--- config.mk ---
export PLATFORM = sky130hd
export DESIGN_NAME = uart_rx_top
export DESIGN_NICKNAME = d
export VERILOG_FILES = /design/src/verilog/uart_rx_pkg.sv /design/src/verilog/rx_byte_if.sv /design/src/verilog/rx_byte_fifo.sv /design/src/verilog/rx_host_port.sv /design/src/verilog/rx_line_sync.sv /design/src/verilog/uart_rx.sv /design/src/verilog/uart_rx_top.sv
export SDC_FILE = /design/constraint.sdc
export NUM_CORES = 1
export LEC_CHECK = 0
export ABC_CLOCK_PERIOD_IN_PS = 8100
export BUFFER_PORTS_ARGS = -buffer_cell sky130_fd_sc_hd__buf_2
export CAP_MARGIN = 5
export CORE_MARGIN = 3
export CORE_UTILIZATION = 60
export DETAILED_ROUTE_END_ITERATION = 8
export PLACE_DENSITY = 0.88
export SETUP_SLACK_MARGIN = 0.4
export SYNTH_ARGS = -nofsm -noshare
export SYNTH_HDL_FRONTEND = slang
export SYNTH_HIERARCHICAL = 1
export SYNTH_SLANG_ARGS = --single-unit
--- constraint.sdc ---
create_clock -name clk -period 8.1 [get_ports clk]
set_input_delay 2.43 -clock clk [delete_from_list [all_inputs] [get_ports clk]]
set_output_delay 2.43 -clock clk [all_outputs]
set_load 0.02 [all_outputs]
--- src/verilog/uart_rx_pkg.sv ---
package uart_rx_pkg;

    //////////////////////////////
    // Frame format
    //////////////////////////////

    // Data bits in one 8N1 frame, sent LSB first
    localparam int DATA_BITS = 8;

    //////////////////////////////
    // Payload types
    //////////////////////////////

    // One received data byte
    typedef logic [DATA_BITS-1:0] byte_t;

    // One FIFO entry. The frame error flag sits above the byte
    // so that bit DATA_BITS is the flag and the low bits are the data
    typedef logic [DATA_BITS:0] rx_word_t;

    //////////////////////////////
    // Framer states
    //////////////////////////////

    // IDLE waits for the line to fall, START checks the start bit at mid-bit,
    // DATA shifts in the data bits and STOP checks the stop bit
    typedef enum logic [1:0] {
        IDLE  = 2'd0,
        START = 2'd1,
        DATA  = 2'd2,
        STOP  = 2'd3
    } rx_state_t;

endpackage

--- src/verilog/rx_byte_if.sv ---
`timescale 1ns/1ns

// Byte stream between the FIFO and the host port.
// A word moves on a cycle where valid and ready are both high,
// and data and frame_err do not change while valid is high
interface rx_byte_if;

    uart_rx_pkg::byte_t data;      // Received byte
    logic               frame_err; // Stop bit was low for this byte
    logic               valid;     // Source holds a word
    logic               ready;     // Sink takes the word this cycle

    // Side that owns the words
    modport source (
        output data,
        output frame_err,
        output valid,
        input  ready
    );

    // Side that consumes the words
    modport sink (
        input  data,
        input  frame_err,
        input  valid,
        output ready
    );

endinterface

--- src/verilog/rx_byte_fifo.sv ---
`timescale 1ns/1ns

module rx_byte_fifo #(
    parameter int FIFO_DEPTH = 8 // Power of two so the pointers wrap on their own
) (
    input  logic               clk,
    input  logic               reset,
    input  logic               push,
    input  uart_rx_pkg::byte_t push_data,
    input  logic               push_frame_err,
    rx_byte_if.source          out,
    output logic               overrun
);

    localparam int PTR_W = (FIFO_DEPTH > 1) ? $clog2(FIFO_DEPTH) : 1;

    uart_rx_pkg::rx_word_t mem [FIFO_DEPTH];
    uart_rx_pkg::rx_word_t rd_word;   // Entry at the head of the queue
    logic [PTR_W-1:0]      rd_ptr;
    logic [PTR_W-1:0]      wr_ptr;
    logic [PTR_W:0]        count;     // One bit wider so that full is representable
    logic                  full;
    logic                  pop;
    logic                  push_ok;   // Push that actually lands in the buffer

    assign full    = (count == (PTR_W+1)'(FIFO_DEPTH));
    assign pop     = out.valid && out.ready;
    // A pop in the same cycle frees the slot that the push fills
    assign push_ok = push && (!full || pop);

    // Head entry drives the stream whenever something is stored
    assign rd_word       = mem[rd_ptr];
    assign out.valid     = (count != '0);
    assign out.data      = rd_word[uart_rx_pkg::DATA_BITS-1:0];
    assign out.frame_err = rd_word[uart_rx_pkg::DATA_BITS];

    //////////////////////////////
    // Storage
    //////////////////////////////

    always_ff @(posedge clk) begin
        if (push_ok) begin
            mem[wr_ptr] <= {push_frame_err, push_data}; // Flag above the byte
        end
    end

    //////////////////////////////
    // Pointers and flags
    //////////////////////////////

    always_ff @(posedge clk) begin
        if (reset) begin
            rd_ptr  <= '0;
            wr_ptr  <= '0;
            count   <= '0;
            overrun <= 1'b0;
        end else begin
            if (push_ok) begin
                wr_ptr <= wr_ptr + 1'b1;
            end
            if (pop) begin
                rd_ptr <= rd_ptr + 1'b1;
            end

            case ({push_ok, pop})
                2'b10:   count <= count + 1'b1;
                2'b01:   count <= count - 1'b1;
                default: count <= count; // Both or neither leave the fill level
            endcase

            // The framer cannot be stalled, so a lost byte is only flagged
            if (push && !push_ok) begin
                overrun <= 1'b1; // Sticky until reset
            end
        end
    end

endmodule

--- src/verilog/rx_host_port.sv ---
`timescale 1ns/1ns

module rx_host_port (
    input  logic               clk,
    input  logic               reset,
    rx_byte_if.sink            in,
    input  logic               host_ack,
    output logic               host_req,
    output uart_rx_pkg::byte_t host_data,
    output logic               host_frame_err
);

    //////////////////////////////
    // Handshake phases
    //////////////////////////////

    typedef enum logic [1:0] {
        WAIT_WORD = 2'd0, // Nothing offered, look for a FIFO word
        REQ_HIGH  = 2'd1, // Word offered, waiting for the host to ack
        ACK_LOW   = 2'd2  // Req dropped, waiting for the host to release ack
    } phase_t;

    phase_t phase;

    // Take a word only when the previous handshake has fully closed
    assign in.ready = (phase == WAIT_WORD) && !host_ack;

    assign host_req = (phase == REQ_HIGH); // Rises the cycle after the pop

    always_ff @(posedge clk) begin
        if (reset) begin
            phase <= WAIT_WORD;
        end else begin
            case (phase)
                WAIT_WORD: begin
                    if (in.valid && in.ready) begin
                        phase <= REQ_HIGH;
                    end
                end
                REQ_HIGH: begin
                    if (host_ack) begin
                        phase <= ACK_LOW; // Req falls one cycle after ack
                    end
                end
                ACK_LOW: begin
                    if (!host_ack) begin
                        phase <= WAIT_WORD;
                    end
                end
                default: begin
                    phase <= WAIT_WORD;
                end
            endcase
        end
    end

    // Holding register, loaded on the pop and frozen for the whole handshake,
    // so the FIFO keeps filling while a slow host looks at this word
    always_ff @(posedge clk) begin
        if (in.valid && in.ready) begin
            host_data      <= in.data;
            host_frame_err <= in.frame_err;
        end
    end

endmodule

--- src/verilog/rx_line_sync.sv ---
`timescale 1ns/1ns

module rx_line_sync (
    input  logic clk,
    input  logic reset,
    input  logic rx,
    output logic rx_clean
);

    //////////////////////////////
    // Synchronizer and history
    //////////////////////////////

    logic [1:0] sync_ff;  // Two-flop chain, bit 1 is the usable copy
    logic [1:0] hist;     // The two synchronized samples before sync_ff[1]
    logic       majority; // Vote over the last three samples

    // Two of three wins, so a level must hold for two samples to pass
    assign majority = (sync_ff[1] & hist[0]) |
                      (sync_ff[1] & hist[1]) |
                      (hist[0] & hist[1]);

    // A change on rx reaches sync_ff[1] after two edges, hist[0] after three,
    // and the registered vote flips on the fourth edge
    always_ff @(posedge clk) begin
        if (reset) begin
            // The serial line idles high, so everything starts at 1
            sync_ff  <= 2'b11;
            hist     <= 2'b11;
            rx_clean <= 1'b1;
        end else begin
            sync_ff  <= {sync_ff[0], rx};     // Shift the asynchronous line in
            hist     <= {hist[0], sync_ff[1]}; // Age the synchronized samples
            rx_clean <= majority;              // One-cycle glitches lose the vote
        end
    end

endmodule

--- src/verilog/uart_rx.sv ---
`timescale 1ns/1ns

module uart_rx #(
    parameter int CLKS_PER_BIT = 16
) (
    input  logic               clk,
    input  logic               reset,
    input  logic               rx_clean,
    output logic               byte_valid,
    output uart_rx_pkg::byte_t byte_data,
    output logic               byte_frame_err
);

    //////////////////////////////
    // Counter sizing
    //////////////////////////////

    localparam int CNT_W = (CLKS_PER_BIT > 1) ? $clog2(CLKS_PER_BIT) : 1;
    localparam int IDX_W = $clog2(uart_rx_pkg::DATA_BITS);

    // Last count of the half bit before the start check
    localparam logic [CNT_W-1:0] HALF_LAST = CNT_W'(CLKS_PER_BIT / 2 - 1);
    // Last count of a full bit, the next sample point
    localparam logic [CNT_W-1:0] BIT_LAST  = CNT_W'(CLKS_PER_BIT - 1);
    // Index of the final data bit
    localparam logic [IDX_W-1:0] IDX_LAST  = IDX_W'(uart_rx_pkg::DATA_BITS - 1);

    uart_rx_pkg::rx_state_t state;
    logic [CNT_W-1:0]       clk_cnt;   // Clocks since the last sample point
    logic [IDX_W-1:0]       bit_idx;   // Data bit being sampled next
    uart_rx_pkg::byte_t     shift_reg; // Fills from the top, so the LSB lands in bit 0
    logic                   wait_high; // Stop bit was low, hold off until the line idles

    assign byte_data = shift_reg; // Stays put until the next frame starts shifting

    //////////////////////////////
    // Framer FSM
    //////////////////////////////

    always_ff @(posedge clk) begin
        if (reset) begin
            state      <= uart_rx_pkg::IDLE;
            clk_cnt    <= '0;
            bit_idx    <= '0;
            wait_high  <= 1'b0;
            byte_valid <= 1'b0;
        end else begin
            byte_valid <= 1'b0; // Only ever a single-cycle pulse

            case (state)
                uart_rx_pkg::IDLE: begin
                    clk_cnt <= '0;
                    bit_idx <= '0;
                    // IDLE is only entered with the line high, so a low level
                    // here is the falling edge of a start bit
                    if (!rx_clean) begin
                        state <= uart_rx_pkg::START;
                    end
                end

                uart_rx_pkg::START: begin
                    if (clk_cnt == HALF_LAST) begin
                        clk_cnt <= '0;
                        // Middle of the start bit, a high line means a false start
                        if (rx_clean) begin
                            state <= uart_rx_pkg::IDLE;
                        end else begin
                            state <= uart_rx_pkg::DATA;
                        end
                    end else begin
                        clk_cnt <= clk_cnt + 1'b1;
                    end
                end

                uart_rx_pkg::DATA: begin
                    if (clk_cnt == BIT_LAST) begin
                        clk_cnt   <= '0;
                        shift_reg <= {rx_clean, shift_reg[uart_rx_pkg::DATA_BITS-1:1]};
                        if (bit_idx == IDX_LAST) begin
                            bit_idx <= '0;
                            state   <= uart_rx_pkg::STOP; // Stop bit one bit-time on
                        end else begin
                            bit_idx <= bit_idx + 1'b1;
                        end
                    end else begin
                        clk_cnt <= clk_cnt + 1'b1;
                    end
                end

                uart_rx_pkg::STOP: begin
                    if (wait_high) begin
                        // Line held low after a bad frame, rearm once it idles
                        if (rx_clean) begin
                            wait_high <= 1'b0;
                            state     <= uart_rx_pkg::IDLE;
                        end
                    end else if (clk_cnt == BIT_LAST) begin
                        clk_cnt        <= '0;
                        byte_valid     <= 1'b1;
                        byte_frame_err <= !rx_clean; // Low stop bit is a framing error
                        if (rx_clean) begin
                            state <= uart_rx_pkg::IDLE;
                        end else begin
                            wait_high <= 1'b1;
                        end
                    end else begin
                        clk_cnt <= clk_cnt + 1'b1;
                    end
                end

                default: begin
                    state <= uart_rx_pkg::IDLE;
                end
            endcase
        end
    end

endmodule

--- src/verilog/uart_rx_top.sv ---
`timescale 1ns/1ns

module uart_rx_top #(
    parameter int CLKS_PER_BIT = 16, // Clocks per serial bit
    parameter int FIFO_DEPTH   = 8   // Received bytes buffered ahead of the host
) (
    input  logic               clk,
    input  logic               reset,
    input  logic               rx,
    input  logic               host_ack,
    output logic               host_req,
    output uart_rx_pkg::byte_t host_data,
    output logic               host_frame_err,
    output logic               overrun
);

    //////////////////////////////
    // Internal links
    //////////////////////////////

    logic               rx_clean;       // Filtered serial line
    logic               byte_valid;     // One-cycle pulse per received frame
    uart_rx_pkg::byte_t byte_data;
    logic               byte_frame_err;

    rx_byte_if fifo_out (); // FIFO head towards the host port

    //////////////////////////////
    // Receive chain
    //////////////////////////////

    // Line cleanup ahead of the framer
    rx_line_sync u_line_sync (
        .clk      (clk),
        .reset    (reset),
        .rx       (rx),
        .rx_clean (rx_clean)
    );

    uart_rx #(
        .CLKS_PER_BIT (CLKS_PER_BIT)
    ) u_framer (
        .clk            (clk),
        .reset          (reset),
        .rx_clean       (rx_clean),
        .byte_valid     (byte_valid),
        .byte_data      (byte_data),
        .byte_frame_err (byte_frame_err)
    );

    // No ready back to the framer, a full FIFO drops and flags
    rx_byte_fifo #(
        .FIFO_DEPTH (FIFO_DEPTH)
    ) u_fifo (
        .clk            (clk),
        .reset          (reset),
        .push           (byte_valid),
        .push_data      (byte_data),
        .push_frame_err (byte_frame_err),
        .out            (fifo_out.source),
        .overrun        (overrun)
    );

    rx_host_port u_host_port (
        .clk            (clk),
        .reset          (reset),
        .in             (fifo_out.sink),
        .host_ack       (host_ack),
        .host_req       (host_req),
        .host_data      (host_data),
        .host_frame_err (host_frame_err)
    );

endmodule
* Yosys cells after proc, flatten, opt, wreduce, memory -nomap -nowiden *
Memories as Yosys holds them, arrays and structs flattened. A register that Yosys moved wholly into a read port is not among the register bits.
Cells that the tools add are included.
W data, S select, Z words.

operators by class
  add/sub/neg operators = 6
  equal/unequal tests = 20
  mux-type cells = 27
  bitwise logic cells = 8
  reductions and logical operators = 20

operators by type and width
  operator               count
  $mux W2                11
  $pmux W4 S4            1
  $mux W4                3
  $ne A2 B2 Y1 const B   5
  $add A3 B1 Y3 const B  3
  $add A4 B1 Y4 const B  2
  $eq A2 B2 Y1 const B   4
  $eq A4 B4 Y1 const B   2
  $pmux W2 S4            1
  $pmux W4 S2            1
  $eq A2 B1 Y1 const B   3
  $mux W1                6
  $mux W3                2
  $ne A2 B1 Y1 const B   3
  $pmux W2 S3            1
  $pmux W3 S2            1
  $reduce_and A3 Y1      2
  $reduce_and A5 Y1      1
  $eq A4 B3 Y1 const B   1
  $logic_and A1 B1 Y1    4
  $logic_not A1 Y1       4
  $logic_not A2 Y1       2
  $reduce_and A4 Y1      1
  $reduce_bool A2 Y1     2
  10 further kinds       15

storage, ports and cells
  flip-flop bits (word level) = 38
  RAM bits = 72
  input port bits = 4
  output and inout bits = 11
  logic and storage cells = 97
  memories = 1

memories
  name        words  width  rd ports  clocked after Yosys merged registers in  wr ports  line                RTL
  u_fifo.mem  8      9      1         1                                        1         rx_byte_fifo.sv:17  uart_rx_pkg::rx_word_t mem [FIFO_DEPTH];

* Logic depth before layout (Yosys ltp) *
  word-level depth = 7
  depth in mapped cells = 10
  gate-level depth less buffers = 9

* Hierarchy *
The synthesis kept the hierarchy.

modules (own cells, without submodules)
  module        times used  cells an instance  area an instance (um^2)  sequential area each (um^2)
  rx_byte_fifo  1           191                3,540.9                  2,442.3
  uart_rx       1           80                 892.1                    490.5
  rx_host_port  1           18                 366.6                    310.3
  rx_line_sync  1           12                 146.4                    100.1

* Least setup slack after synthesis *
Ideal clock, no wire load.

  path type = input port to flip-flop
  start point = input port host_ack
  end point = memory u_fifo/mem[0][0] in the netlist's numbering (enable)
  setup time = 0.387 ns
  arrival = 3.973 ns
  required time = 7.713 ns
  path slack = 3.741 ns
  stages on the path = 6
  cell sequence = nor3_2 > buf_2 > nand2b_1 > o21ai_1 > or2_2 > nor3_1

between the ends
  cells in the longest elaborated chain, start to end = 7

ends and longest elaborated chain
  what                           line                RTL
  from (decl)                    uart_rx_top.sv:10   input logic host_ack,
  $logic_not A1 Y1               rx_host_port.sv:26  assign in.ready = (phase == WAIT_WORD) && !host_ack;
  $logic_and A1 B1 Y1            rx_host_port.sv:26
  $logic_and A1 B1 Y1            rx_byte_fifo.sv:27  assign pop = out.valid && out.ready;
  $logic_or A1 B1 Y1             rx_byte_fifo.sv:29  assign push_ok = push && (!full || pop);
  $logic_and A1 B1 Y1            rx_byte_fifo.sv:29
  $mux W1                        rx_byte_fifo.sv:42  if (push_ok) begin
  $mux W1 (not written as such)  rx_byte_fifo.sv:43  mem[wr_ptr] <= {push_frame_err, push_data};
  to (decl)                      rx_byte_fifo.sv:17

Every way passes these cells.

* Worst setup path after layout *
  start point = input port host_ack
  end point = memory u_fifo/mem[4][1] in the netlist's numbering (enable)

between the ends
  cells in the longest elaborated chain, start to end = 7

ends and longest elaborated chain
  what                           line                RTL
  $logic_not A1 Y1               rx_host_port.sv:26
  $logic_and A1 B1 Y1            rx_host_port.sv:26
  named net fifo_out.ready       rx_byte_if.sv:11    logic ready;
  $logic_and A1 B1 Y1            rx_byte_fifo.sv:27
  $logic_or A1 B1 Y1             rx_byte_fifo.sv:29
  $logic_and A1 B1 Y1            rx_byte_fifo.sv:29
  $mux W1                        rx_byte_fifo.sv:42
  $mux W1 (not written as such)  rx_byte_fifo.sv:43

The timed path passes the listed nets, and every way through them passes these cells.

==> results.json <==
{
  "layout-drive-gt1-share_pct": 20.18,
  "fin_tns_setup_ns": 0,
  "syn_area_um2": 4946,
  "intPower_mw": 1.224,
  "min_period_ns": 4.440,
  "clk_path_buf_depth": 2,
  "synthesis.nets": 313,
  "critPathRequiredTime_ns": 8.22,
  "ir_drop_v": 0.0002507,
  "wl_um": 8438,
  "critPathKind": "in2reg",
  "sw_frac_of_total_pct": 23.35,
  "clkPwrFrac_pct": 46.1,
  "yosysWarnings": 6,
  "setup_violations": 0,
  "synth_area_per_cell_um2": 16.43,
  "synth_xor_area_share_pct": 1.417,
  "synthFlopType": "edfxtp_1",
  "dp_hpwl_um": 5006,
  "pwr-share-seq_pct": 44.9,
  "via_count": 2587,
  "cp_data_arrival_time_ns": 4.56,
  "synthDominantCellAreaShare_pct": 54.64,
  "synth_seq_area_share_pct": 67.59,
  "synth_compound_area_share_pct": 5.186,
  "final_cell_mix": "edfxtp_1, dfxtp_1, nor2_1",
  "drt-pass1-iter-count": 4,
  "rsz0062_at_grt": "no",
  "leakage_nw": 1.915,
  "die_x_um": 96.79,
  "final_cells": 434,
  "clock_skew_ns": 0.006726,
  "worst-slew-pin-transition_ns": 1.117,
  "cts_tree": "done",
  "grt_max_degree": 34,
  "powerDensity_nw_per_um2": 283.9,
  "ys_ff_latch": 122,
  "combinationalPowerShare_pct": 9.0,
  "ys_async_sr_fraction_pct": 0,
  "h-tree-depth": 4,
  "clk_pin_slew_ns": 0.06,
  "drtAntennaViolNets": 0,
  "postCtsHoldBufs": 0,
  "drt-initial-drc-count": 130,
  "slowest_delay_ns": 0.87,
  "synth_edf_count": 90,
  "status": "finished, final reports clean",
  "postCtsSetupBuffers": 0,
  "post-place-cells": 402,
  "synth_cell_types": 60,
  "wl_per_cell_um": 19.44,
  "overflow": 0,
  "synthCells": 301,
  "synth_area_leaders": "edfxtp_1, dfxtp_1, mux4_1",
  "area_growth_pct": 13.69,
  "cp_max_fo": 10,
  "port_buffers": 14,
  "grt.total_usage_pct": 19.33,
  "fmax_mhz": 225.2,
  "diodes": 0,
  "grt_pass1_vias": 2697,
  "crit_path_end_kind": "flop",
  "boundaryPins": 15,
  "cts_resized": 0,
  "die_h_um": 96.79,
  "gp_congestion": 0.7671,
  "antenna_found_initial": 0,
  "worst_setup_path_start_kind": "primary input",
  "cts_sinks": 122,
  "drc_errors": 0,
  "final_common_cell": "edfxtp_1",
  "cap_violations": 0,
  "yosys-mux-area-fraction_pct": 12.42,
  "power.switching_mw": 0.3727,
  "numCtsBuffers": 17,
  "grt_pass1_wl_um": 13740,
  "maxSlewViolCount": 0,
  "synth_top_family_by_area": "multiplexers",
  "synth_fa_ha_area_share_pct": 2.176,
  "root_buffer": "clkbuf_8",
  "placementRows": 32,
  "fill_cells": 502,
  "yosys.area_share.simple_pct": 8.247,
  "min_path_type": "reg2reg",
  "synth_top_area_cell": "edfxtp_1",
  "die-area_um2": 9368,
  "clk_latency_ns": 0.51,
  "slew_headroom_pct": 25.24,
  "core_area_um2": 7848,
  "final_net_count": 331,
  "fin_crit_sh_pct": 54.82,
  "finalHoldViolCount": 0,
  "viasPerCell": 5.961,
  "slowest_stage": "nor2_1",
  "start_util_pct": 63.03,
  "cp_cell_sequence": "buf_2, nor3_2, nand2b_1, o21ai_1, or2_2, nor2_1"
}
-- cell type report --
cell class                 instances  area (um^2)  area share (%)
sequential                       122         3343           59.46
multi-input combinational        157         1461           25.99
clock buffer                      17        414.1           7.365
clock inverter                    15        176.4           3.138
tap                              102        127.6           2.270
timing repair buffer              15        77.57           1.380
inverter                           6        22.52          0.4005
-- kinds of logic after synthesis --
| family | count (synthesis) |
|---|---|
| compound gates | 34 |
| simple gates | 76 |
| buf+inv | 22 |
| flops | 122 |
| fa+ha+maj | 8 |
| xor+xnor | 8 |
| mux | 31 |
-- synthesized netlist by cell type, types with 2 or more instances --
cell type and number:
buf_2 2, xnor2_1 5, buf_4 2, or3_1 2, nor2_1 26, a21oi_1 8, mux2i_1 4, edfxtp_1 90
mux4_1 18, mux2_2 9, nand3b_1 2, ha_1 7, a31oi_1 3, a32oi_1 2, or2_1 4, or2_2 2
o21ai_0 2, clkbuf_1 4, nand2_1 7, buf_6 3, o211ai_1 3, a211oi_1 2, inv_1 6, nor3_1 6
nor4_1 4, nand2b_1 6, xor2_1 3, dfxtp_1 32, nand3_1 6
-- per-layer routing --
metal / part of all wire [%] / track usage, % / routed length (um) / vias to the layer above
met3: 4.2 / 5.840 / 355 / 4
met4: 0.60 / 8.423 / 51 / 0
met5: 0 / 0 / 0 / -
met2: 52 / 32.11 / 4378 / 56
li1: - / - / - / 1225
met1: 43 / 23.45 / 3653 / 1302
-- power by group through the flow --
stage                     clock [mW]  sequential [mW]  combinational (mW)
after floorplan                    0            0.738               0.103
after global placement             0            0.729               0.138
after detailed placement           0            0.730               0.143
after CTS                      0.746            0.717               0.144
after global routing           0.771            0.720               0.155
final                          0.736            0.717               0.144
-- metrics by stage --
step	hold WS (ns)	worst slack (ns)	power [mW]	instance area, um^2	util [%]
final	0.4143	3.660	1.596	5623	71.65
after global routing	0.4280	3.612	1.646	5623	71.65
after CTS	0.4119	3.492	1.607	5618	71.59
after detailed placement	0.3977	3.099	0.8733	5027	64.06
after global placement	0.3894	3.261	0.8668	5027	64.06
after floorplan	0.3832	3.741	0.8407	4946	-
-- critical path: cells and delay by family --
kind | cells | cell delay, ns
AOI/OAI and AO/OA | 1 | 0.11
and+or+nand+nor | 4 | 1.91
buffers and inverters | 1 | 0.12
-- final timing paths --
kind | slack, ns | cells past startpoint | endpoint | start
setup / recovery | 3.66 | 6 | u_fifo/mem[4][1] | host_ack
hold / removal | 0.41 | 1 | u_line_sync/sync_ff[1] | u_line_sync/sync_ff[0]
setup reg to reg | 5.28 | 5 | u_fifo/mem[4][1] | u_host_port/phase[1]
hold reg to reg | 0.41 | 1 | u_line_sync/sync_ff[1] | u_line_sync/sync_ff[0]
-- sequential cells by signal (all words and copies together) (netlist names), 3 cells and up, named ones only --
name / count
u_fifo/count: 4
u_fifo/rd_ptr: 3
u_host_port/host_data: 8
u_framer/bit_idx: 3
u_fifo/wr_ptr: 3
u_fifo/mem: 72
u_framer/clk_cnt: 4
u_framer/byte_data: 8
Power figures use the tool's default switching activity.
